===== config.mk =====
export PLATFORM = sky130hd
export DESIGN_NAME = idu_top
export DESIGN_NICKNAME = d
export VERILOG_FILES = /design/src/rtl/rv_isa_pkg.sv /design/src/rtl/idu_ctrl_pkg.sv /design/src/rtl/idu_stage_reg.sv /design/src/rtl/idu_imm_gen.sv /design/src/rtl/idu_decoder.sv /design/src/rtl/idu_regfile.sv /design/src/rtl/idu_top.sv
export SDC_FILE = /design/constraint.sdc
export NUM_CORES = 2
export LEC_CHECK = 0
export BUFFER_PORTS_ARGS = -buffer_cell sky130_fd_sc_hd__buf_4
export CAP_MARGIN = 10
export CELL_PAD_IN_SITES_DETAIL_PLACEMENT = 1
export CELL_PAD_IN_SITES_GLOBAL_PLACEMENT = 1
export CORE_MARGIN = 2
export CORE_UTILIZATION = 57
export DETAILED_ROUTE_END_ITERATION = 10
export GPL_TIMING_DRIVEN = 0
export PLACE_DENSITY_LB_ADDON = 0.1
export SYNTH_ARGS = -nofsm -noshare
export SYNTH_HDL_FRONTEND = slang
export SYNTH_SLANG_ARGS = --single-unit

===== constraint.sdc =====
create_clock -name clock -period 4.6 [get_ports clock]
set_input_delay 0.92 -clock clock [delete_from_list [all_inputs] [get_ports clock]]
set_output_delay 0.92 -clock clock [all_outputs]
set_load 0.02 [all_outputs]

===== src/rtl/rv_isa_pkg.sv =====
`default_nettype none

package rv_isa_pkg;

    localparam int xlen            = 32;  // Data and address width
    localparam int reg_index_width = 5;   // rs1, rs2 and rd fields
    localparam int opcode_width    = 7;
    localparam int funct3_width    = 3;

    // Only the RV32I base opcodes that this decode stage understands.
    // Anything else falls to the default branches as an unknown opcode.
    typedef enum logic [opcode_width-1:0] {
        op_reg    = 7'b0110011,
        op_imm    = 7'b0010011,
        op_load   = 7'b0000011,
        op_store  = 7'b0100011,
        op_branch = 7'b1100011,
        op_jal    = 7'b1101111,
        op_jalr   = 7'b1100111,
        op_lui    = 7'b0110111,
        op_auipc  = 7'b0010111
    } opcode_e;

endpackage

`default_nettype wire


===== src/rtl/idu_ctrl_pkg.sv =====
`default_nettype none

package idu_ctrl_pkg;

    typedef enum logic [3:0] {
        alu_add  = 4'd0,
        alu_sub  = 4'd1,
        alu_slt  = 4'd2,   // Signed compare that also serves blt and bge
        alu_sltu = 4'd3,   // Unsigned compare that also serves bltu and bgeu
        alu_xor  = 4'd4,
        alu_or   = 4'd5,
        alu_and  = 4'd6,
        alu_sll  = 4'd7,
        alu_srl  = 4'd8,
        alu_sra  = 4'd9,
        alu_eq   = 4'd10   // Equality for beq and bne
    } alu_op_e;

    typedef enum logic [1:0] {
        src1_reg  = 2'd0,
        src1_pc   = 2'd1,
        src1_zero = 2'd2   // lui adds the immediate to zero
    } src1_sel_e;

    typedef enum logic {
        src2_reg = 1'b0,
        src2_imm = 1'b1
    } src2_sel_e;

endpackage

`default_nettype wire


===== src/rtl/idu_stage_reg.sv =====
`default_nettype none

module idu_stage_reg
    import rv_isa_pkg::*;
(
    input  logic            clock,
    input  logic            reset,
    input  logic            flush,
    input  logic [xlen-1:0] inst,
    input  logic [xlen-1:0] pc,
    input  logic            valid_in,
    output logic            ready_in,
    output logic            valid_out,
    input  logic            ready_out,
    output logic [xlen-1:0] inst_held,
    output logic [xlen-1:0] pc_held
);

    logic accept;
    logic flush_pending;
    logic drop;

    assign ready_in = ready_out || !valid_out;  // Room once the held item leaves
    assign accept   = valid_in && ready_in;
    assign drop     = flush || flush_pending;

    always_ff @(posedge clock) begin
        if (reset) begin
            valid_out     <= 1'b0;
            flush_pending <= 1'b0;
            inst_held     <= '0;
        end else if (accept) begin
            valid_out     <= !drop;
            flush_pending <= 1'b0;
            inst_held     <= drop ? '0 : inst;  // A zero word decodes to no action
        end else begin
            flush_pending <= drop;  // Wait for the next accept
            if (ready_out) begin
                valid_out <= 1'b0;
            end
        end
    end

    always_ff @(posedge clock) begin
        if (accept) begin
            pc_held <= pc;
        end
    end

endmodule

`default_nettype wire


===== src/rtl/idu_imm_gen.sv =====
`default_nettype none

module idu_imm_gen
    import rv_isa_pkg::*;
(
    input  logic [xlen-1:0] inst_held,
    output logic [xlen-1:0] imm
);

    opcode_e opcode;
    logic    sign;

    assign opcode = opcode_e'(inst_held[opcode_width-1:0]);
    assign sign   = inst_held[31];

    always_comb begin
        case (opcode)
            op_imm, op_load, op_jalr: begin
                imm = {{(xlen-12){sign}}, inst_held[31:20]};  // Shift amounts pass through too
            end
            op_store: begin
                imm = {{(xlen-12){sign}}, inst_held[31:25], inst_held[11:7]};
            end
            op_branch: begin
                imm = {{(xlen-12){sign}}, inst_held[7], inst_held[30:25],
                       inst_held[11:8], 1'b0};
            end
            op_lui, op_auipc: begin
                imm = {inst_held[31:12], 12'b0};
            end
            op_jal: begin
                imm = {{(xlen-20){sign}}, inst_held[19:12], inst_held[20],
                       inst_held[30:21], 1'b0};
            end
            default: imm = '0;  // R format has no immediate
        endcase
    end

endmodule

`default_nettype wire


===== src/rtl/idu_decoder.sv =====
`default_nettype none

module idu_decoder
    import rv_isa_pkg::*;
    import idu_ctrl_pkg::*;
(
    input  logic [xlen-1:0] inst_held,
    output alu_op_e         alu_op,
    output src1_sel_e       src1_sel,
    output src2_sel_e       src2_sel,
    output logic            reg_wen,
    output logic            mem_wen,
    output logic            mem_ren,
    output logic            jump,
    output logic            branch,
    output logic            inv_flag
);

    opcode_e                 opcode;
    logic [funct3_width-1:0] funct3;
    logic                    funct7_b30;

    assign opcode     = opcode_e'(inst_held[opcode_width-1:0]);
    assign funct3     = inst_held[14:12];
    assign funct7_b30 = inst_held[30];

    // Shared by register and immediate arithmetic; only op_reg may subtract
    function automatic alu_op_e arith_op(input logic [funct3_width-1:0] f3,
                                         input logic sub_ok,
                                         input logic alt);
        alu_op_e op;
        case (f3)
            3'b000:  op = (sub_ok && alt) ? alu_sub : alu_add;
            3'b001:  op = alu_sll;
            3'b010:  op = alu_slt;
            3'b011:  op = alu_sltu;
            3'b100:  op = alu_xor;
            3'b101:  op = alt ? alu_sra : alu_srl;
            3'b110:  op = alu_or;
            default: op = alu_and;
        endcase
        return op;
    endfunction

    always_comb begin
        alu_op   = alu_add;
        src1_sel = src1_reg;
        src2_sel = src2_imm;
        reg_wen  = 1'b0;
        mem_wen  = 1'b0;
        mem_ren  = 1'b0;
        jump     = 1'b0;
        branch   = 1'b0;
        inv_flag = 1'b0;
        case (opcode)
            op_reg: begin
                alu_op   = arith_op(funct3, 1'b1, funct7_b30);
                src2_sel = src2_reg;
                reg_wen  = 1'b1;
            end
            op_imm: begin
                alu_op  = arith_op(funct3, 1'b0, funct7_b30);
                reg_wen = 1'b1;
            end
            op_load: begin
                reg_wen = 1'b1;
                mem_ren = 1'b1;
            end
            op_store: mem_wen = 1'b1;
            op_branch: begin
                src2_sel = src2_reg;
                branch   = 1'b1;
                case (funct3[2:1])
                    2'b00:   alu_op = alu_eq;
                    2'b10:   alu_op = alu_slt;
                    2'b11:   alu_op = alu_sltu;
                    default: alu_op = alu_add;
                endcase
                inv_flag = funct3[0] && (funct3[2:1] != 2'b01);  // bne, bge, bgeu
            end
            op_jal: begin
                src1_sel = src1_pc;
                reg_wen  = 1'b1;
                jump     = 1'b1;
            end
            op_jalr: begin
                reg_wen = 1'b1;
                jump    = 1'b1;
            end
            op_lui: begin
                src1_sel = src1_zero;
                reg_wen  = 1'b1;
            end
            op_auipc: begin
                src1_sel = src1_pc;
                reg_wen  = 1'b1;
            end
            default: alu_op = alu_add;  // Unknown opcode stays inert
        endcase
    end

endmodule

`default_nettype wire


===== src/rtl/idu_regfile.sv =====
`default_nettype none

module idu_regfile
    import rv_isa_pkg::*;
#(
    parameter int reg_count = 32
) (
    input  logic                       clock,
    input  logic                       reset,
    input  logic [reg_index_width-1:0] rs1,
    input  logic [reg_index_width-1:0] rs2,
    output logic [xlen-1:0]            rs1_value,
    output logic [xlen-1:0]            rs2_value,
    input  logic                       wb_wen,
    input  logic [reg_index_width-1:0] wb_rd,
    input  logic [xlen-1:0]            wb_value
);

    localparam int index_bits = $clog2(reg_count);

    logic [xlen-1:0]       regs [reg_count];
    logic [index_bits-1:0] rs1_idx;
    logic [index_bits-1:0] rs2_idx;
    logic [index_bits-1:0] wb_idx;

    // With 16 registers the top index bit drops out here
    assign rs1_idx = rs1[index_bits-1:0];
    assign rs2_idx = rs2[index_bits-1:0];
    assign wb_idx  = wb_rd[index_bits-1:0];

    assign rs1_value = (rs1_idx == '0) ? '0 : regs[rs1_idx];
    assign rs2_value = (rs2_idx == '0) ? '0 : regs[rs2_idx];

    always_ff @(posedge clock) begin
        if (reset) begin
            for (int i = 0; i < reg_count; i++) begin
                regs[i] <= '0;
            end
        end else if (wb_wen && wb_idx != '0) begin
            regs[wb_idx] <= wb_value;  // No bypass to the read ports
        end
    end

endmodule

`default_nettype wire


===== src/rtl/idu_top.sv =====
`default_nettype none

module idu_top
    import rv_isa_pkg::*;
    import idu_ctrl_pkg::*;
#(
    parameter int reg_count = 32
) (
    input  logic                       clock,
    input  logic                       reset,
    input  logic                       flush,
    input  logic [xlen-1:0]            inst,
    input  logic [xlen-1:0]            pc,
    input  logic                       valid_in,
    output logic                       ready_in,
    output logic                       valid_out,
    input  logic                       ready_out,
    input  logic                       wb_wen,
    input  logic [reg_index_width-1:0] wb_rd,
    input  logic [xlen-1:0]            wb_value,
    output logic [xlen-1:0]            pc_out,
    output logic [reg_index_width-1:0] rd,
    output logic [reg_index_width-1:0] rs1,
    output logic [reg_index_width-1:0] rs2,
    output logic [funct3_width-1:0]    funct3,
    output logic [xlen-1:0]            imm,
    output logic [xlen-1:0]            rs1_value,
    output logic [xlen-1:0]            rs2_value,
    output alu_op_e                    alu_op,
    output src1_sel_e                  src1_sel,
    output src2_sel_e                  src2_sel,
    output logic                       reg_wen,
    output logic                       mem_wen,
    output logic                       mem_ren,
    output logic                       jump,
    output logic                       branch,
    output logic                       inv_flag
);

    logic [xlen-1:0] inst_held;

    assign rd     = inst_held[11:7];
    assign rs1    = inst_held[19:15];
    assign rs2    = inst_held[24:20];
    assign funct3 = inst_held[14:12];

    idu_stage_reg u_stage_reg (
        .clock(clock), .reset(reset), .flush(flush),
        .inst(inst), .pc(pc),
        .valid_in(valid_in), .ready_in(ready_in),
        .valid_out(valid_out), .ready_out(ready_out),
        .inst_held(inst_held), .pc_held(pc_out)
    );

    idu_imm_gen u_imm_gen (.inst_held(inst_held), .imm(imm));

    idu_decoder u_decoder (
        .inst_held(inst_held), .alu_op(alu_op),
        .src1_sel(src1_sel), .src2_sel(src2_sel),
        .reg_wen(reg_wen), .mem_wen(mem_wen), .mem_ren(mem_ren),
        .jump(jump), .branch(branch), .inv_flag(inv_flag)
    );

    idu_regfile #(.reg_count(reg_count)) u_regfile (
        .clock(clock), .reset(reset),
        .rs1(rs1), .rs2(rs2),
        .rs1_value(rs1_value), .rs2_value(rs2_value),
        .wb_wen(wb_wen), .wb_rd(wb_rd), .wb_value(wb_value)
    );

endmodule

`default_nettype wire


; ---- Yosys cells after proc, flatten, opt, wreduce, memory -nomap -nowiden
; Memory sizes are Yosys's and may differ from the RTL's. A register that Yosys moved wholly into a read port is not among the register bits.
; Index checks and enable logic that the tools add are counted.
[word_totals]
reg_bits = 66
latchBits = 0
mem_bits_rw = 1024
rom_bits = 0
in_bits = 107
output_inout_bits = 161
word_cells = 76
mem_count = 1
[mem_list]
columns = name, depth, word_bits, read_ports, rd_ports_with_merged_regs, write_ports, line
row1 = u_regfile.regs, 32, 32, 2, 2, 32, idu_regfile.sv:21  ; logic [xlen-1:0] regs [reg_count];
[op_classes]
n_addsub = 0
mul = 0
div_mod_pow = 0
order_cmp = 0
n_eq_ne = 18
shift = 0
n_mux = 32
n_bitwise = 0
n_reduce_logical = 21
[op_table]
columns = cell, count
row1 = 32-bit one-hot mux with 5 select lines, 1
row2 = 32-bit 2-to-1 mux, 4
row3 = 4-bit one-hot mux with 7 select lines, 2
row4 = 32-bit OR reduction, 1
row5 = 5-bit 2-to-1 mux, 5
row6 = 4-bit one-hot mux with 3 select lines, 2
row7 = 7-bit by 6-bit equality test with 1-bit output (second input constant), 3
row8 = 7-bit equality test (second input constant), 3
row9 = 1-bit 2-to-1 mux, 17
row10 = 7-bit by 5-bit equality test with 1-bit output (second input constant), 2
row11 = 5-bit logical NOT, 2
row12 = 2-bit OR reduction, 5
row13 = 3-bit equality test (second input constant), 3
row14 = 7-bit by 2-bit equality test with 1-bit output (second input constant), 1
row15 = 7-bit OR reduction, 1
row16 = 3-bit by 2-bit equality test with 1-bit output (second input constant), 2
row17 = 5-bit nonzero test, 1
row18 = 2-bit equality test (second input constant), 2
row19 = 2-bit one-hot mux with 2 select lines, 1
row20 = 3-bit by 1-bit equality test with 1-bit output (second input constant), 1
row21 = 1-bit logical AND, 3
row22 = 3-bit logical NOT, 1
row23 = 3-bit OR reduction, 1
row24 = 1-bit logical NOT, 2
row25 = 4 further kinds, 5

; ---- Depth between registers and ports, before layout
[depth]
ltp_word = 7
depth_mapped = 8
mapped_depth_nobuf = 4

; ---- By module
; Synthesis repeated with hierarchy kept, for this count alone.
[hier_totals]
cells_unflattened = 3735
hier_area_um2 = 57112.3
[modules_own_cells]
columns = mod, instances, cells_each, area_each_um2, seq_area_each_um2
row1 = idu_regfile, 1, 3502, 54232.0, 30749.5
row2 = idu_stage_reg, 1, 111, 2067.0, 1641.6
row3 = idu_imm_gen, 1, 76, 553.0, 0.0
row4 = idu_decoder, 1, 46, 260.2, 0.0

; ---- Worst setup path before layout
; Ideal clock, no wire load.
[synth_path]
kind = reg-to-output
startpoint = register u_stage_reg.inst_held[5]
endpoint = output port imm[11]
arrival_ns = 1.790
t_required_ns = 3.680
slack_ns = 1.890
path_stages_with_launch = 6
path_buffers = 1
path_cell_list = dfxtp_1 -> clkbuf_1 -> nand2b_1 -> nor3_1 -> a21oi_1 -> o21ai_0
[synth_via]
elab_chain_cells = 3
elab_cells_between_ends = 11
cone_classes = eq/ne (8) / mux (1) / reduce/logical (2)
[synth_lines]
columns = element, line
row1 = from (decl), idu_stage_reg.sv:15  ; output logic [xlen-1:0] inst_held,
row2 = from (signal assigned), idu_stage_reg.sv:35  ; inst_held <= drop ? '0 : inst;
row3 = "7-bit by 2-bit equality test with 1-bit output, or another cell as far along", idu_imm_gen.sv:17  ; case (opcode)
row4 = 3-bit OR reduction or 2-bit OR reduction (tied branches), idu_imm_gen.sv:17
row5 = 32-bit one-hot mux with 5 select lines (*), idu_imm_gen.sv:17
row6 = to (decl), idu_top.sv:26  ; output logic [xlen-1:0] imm,
; Mark *: on every way between the ends. The rest lies on a longest branch, timed or not.

==> run_results.csv <==
group,metric,value,unit
run_status,outcome,"complete, but fails checks",
run_status,violations,"setup timing",
worst_setup_path,r2r-end,"u_stage_reg.inst_held[20]",
layout,finalInstanceArea,65980,sq um
detailed_routing,drtPass1Iterations,7,
global_route,grt_overflow_total,0,
power_and_ir_drop,peakVddDrop,345.5,uV
clock_network,worstSkewPairLatency,720,ps
power_and_ir_drop,power_leakage,22.88,nW
global_route,grt_pass1_wl,317500,um
worst_setup_path,regToRegStartpoint,"u_stage_reg.valid_out",
die,die_y,323.3,um
min_path,whs_path_depth,1,
detailed_routing,postRouteAntennaNets,0,
min_path,hp-start,"pc[30]",
worst_setup_path,rrSetupSlack,2390,ps
global_route,grt_pass1_vias,42450,
sta,period_needed,4705,ps
yosys,ys.flop_type,"edfxtp_1",
yosys,yosysUniqueCellTypes,60,
clock_network,path_clk_slew,60,ps
layout,area_delta_synth_final,13.57,%
layout,nNetsFinal,4309,
die,io_pins,268,
die,die_w,323.3,um
detailed_routing,wl,230500,um
sta,tightest_slew,1315,ps
worst_setup_path,worstPathArrival,3790,ps
min_path,hp-class,"in2reg",
sta,drv_slew,0,
layout,register_area,32590,sq um
placement,globalplace.congestion,0.9342,
sta,setup_viol,18,
min_path,min_to,"u_stage_reg.pc_held[30]",
worst_setup_path,worstRegToRegCells,5,
yosys,netlist_area,58100,sq um
detailed_routing,avgRoutedWirePerCell,40.60,um
clock_network,cts_max_level,3,
yosys,yosys.area.top_type_share,54.58,%
sta,relSlewSlack,12.36,%
clock_network,cts_made_buffers,115,
detailed_routing,drcViolationCount,0,
worst_setup_path,crit_type,"reg2out",
layout,drive_above_1_share,26.04,%
sta,skew,15.52,ps
yosys,synthesis.instances,3786,
clock_network,cts.sinks,1100,
clock_network,clockBufferDepth,3,
worst_setup_path,path_max_fanout,10,
global_route,grt_start_max_net_pins,34,
sta,fin_tns_setup,-893.4,ps
yosys,async_flop_share,0,%
layout,fillerInstances,9177,
placement,hpwl,159500,um
yosys,ys_top_cells_by_count,"1056 x edfxtp_1, 1001 x and2_1, 401 x mux4_2, 256 x mux2i_1, 210 x clkbuf_1",
yosys,synth_top_cell_by_area,"edfxtp_1",
clock_network,cts-root-buf,"clkbuf_16",
sta,rsz0062_at_grt,"no",
global_route,antenna_found_initial,19,
yosys,seq_area_frac_synth,56.09,%
sta,fin_ws,-105.3,ps
detailed_routing,drtIter0Drc,6397,
die,start_util,57.27,%
yosys,synth-edff-count,1056,
placement,io_buffers,267,
detailed_routing,num_vias,41150,
clock_network,cts_tree,"yes",
global_route,track_usage,44.18,%
worst_setup_path,crit_required,3680,ps
worst_setup_path,endpoint_kind,"output port",
power_and_ir_drop,power_density,377.4,nW/um^2
yosys,synth_area_leaders,"edfxtp_1 55%, mux4_2 16%, and2_1 11%, mux2i_1 4.4%, mux4_1 1.6%",
clock_network,holdBufCountCts,0,
yosys,synth-seq-cells,1100,
detailed_routing,via_per_inst,7.247,
sta,clock.fmax,0.2125,GHz
run,drv_cap,0,
yosys,ys_warn_count,0,
layout,multi_input_area,23070,sq um
clock_network,cts_setup_buffers,0,
die,dieArea,104500,sq um
sta,min_period_over_period,102.3,%
placement,placed_area,61960,sq um
die,coreArea,101400,sq um
yosys,syn_avg_cell_area,15.35,sq um
die,placement_rows,117,
sta,hold_viol,0,
yosys,yosysMostFrequentCell,"edfxtp_1",
worst_setup_path,start_kind,"flip-flop",
## registers in the layout (all words and copies together) (netlist names), named ones only
| register | cells |
|---|---|
| u_regfile.regs | 1024 |
| u_stage_reg.inst_held | 32 |
| u_stage_reg.pc_held | 32 |
| u_stage_reg.flush_pending | 1 |
| u_stage_reg.valid_out | 1 |
## layer usage
layer	up-vias	part of all wire, %	global-route usage [%]
met4	8	6.4	26.09
met5	-	0.021	0
met3	899	14	15.29
li1	15520	-	-
met2	3573	47	69.39
met1	21140	33	53.00
## metrics by stage
| step | hold WS (ps) | total power [mW] | setup WS, ps | utilization [%] | instances |
|---|---|---|---|---|---|
| final | 382.7 | 24.91 | -105.3 | 65.04 | 5678 |
| after global routing | 379.3 | 25.20 | 18.99 | 65.02 | 5670 |
| after CTS | 366.8 | 24.62 | 6.828 | 64.98 | 5668 |
| after detailed placement | 508.0 | 14.91 | -14.68 | 61.07 | 5453 |
| after global placement | 499.5 | 14.77 | -21.25 | 61.05 | 5452 |
| after floorplan | 464.6 | 13.54 | 1890 | - | 3817 |
## kinds of logic after synthesis
| kind of cell | share of synthesized area [%] |
|---|---|
| other cells | 0.006454 |
| buf+inv | 4.499 |
| xor+xnor | 0.03015 |
| mux | 22.05 |
| compound gates | 5.015 |
| flops | 56.09 |
| simple gates | 12.30 |
## power breakdown
part           internal, mW  switching, mW  total (mW)
registers              11.5          0.331        11.9
clock network          5.78           4.23        10.0
logic                  1.12           1.92        3.03
total                  18.4           6.48        24.9
## placed cells by master, fill, tap and decap left out, types with 12 or more instances in the layout
cell type and n:
clkbuf_2 29, buf_4 319, o2111ai_1 17, clkinv_2 28, dfxtp_1 44, or2_2 32, mux4_4 12, and2_1 1001
buf_2 54, clkbuf_16 119, o21ai_0 46, bufinv_16 18, clkbuf_1 216, nand2_1 39, a221oi_1 47, buf_6 40
clkinv_1 25, o21ai_1 18, a22o_1 36, mux2i_1 256, mux4_1 35, nor2_1 37, a221o_1 64, edfxtp_1 1056
conb_1 32, a31oi_1 60, a22oi_1 64, clkbuf_8 15, mux4_2 401
## critical path: stages, from the launching register on
cell,delay [ps]
dfxtp_1,330
buf_4,180
buf_6,250
buf_6,230
buf_2,560
mux4_2,400
a22oi_1,530
a31oi_2,310
buf_4,260
## worst max path at each step
stage                                   from               endpoint  slack, ps
floorplan           u_stage_reg.inst_held[5]                imm[11]       1890
global placement                       reset  u_regfile.regs[3][14]        -20
detailed placement                     reset  u_regfile.regs[3][13]        -10
CTS                                flip-flop          rs1_value[17]          7
global route                       flip-flop          rs1_value[30]         20
finish                             flip-flop          rs2_value[20]       -110
## area by class of cell
cell class	instances	share of cell area [%]
flip-flops and latches	1100	49.39
clock buffers	137	4.691
well taps	1368	2.594
diodes	9	0.03413
clock inverters	79	1.269
plain buffers	424	3.908
inverters	6	0.03413
repair buffers	269	3.110
multi-input cells	2286	34.97
## repair_timing
item | CTS | global route
pin swaps | 0 | 0
resized for setup | 14 | 24
endpoints found under the setup margin | 45 | 26
cloned | 0 | 0
Power figures use the tool's default switching activity.
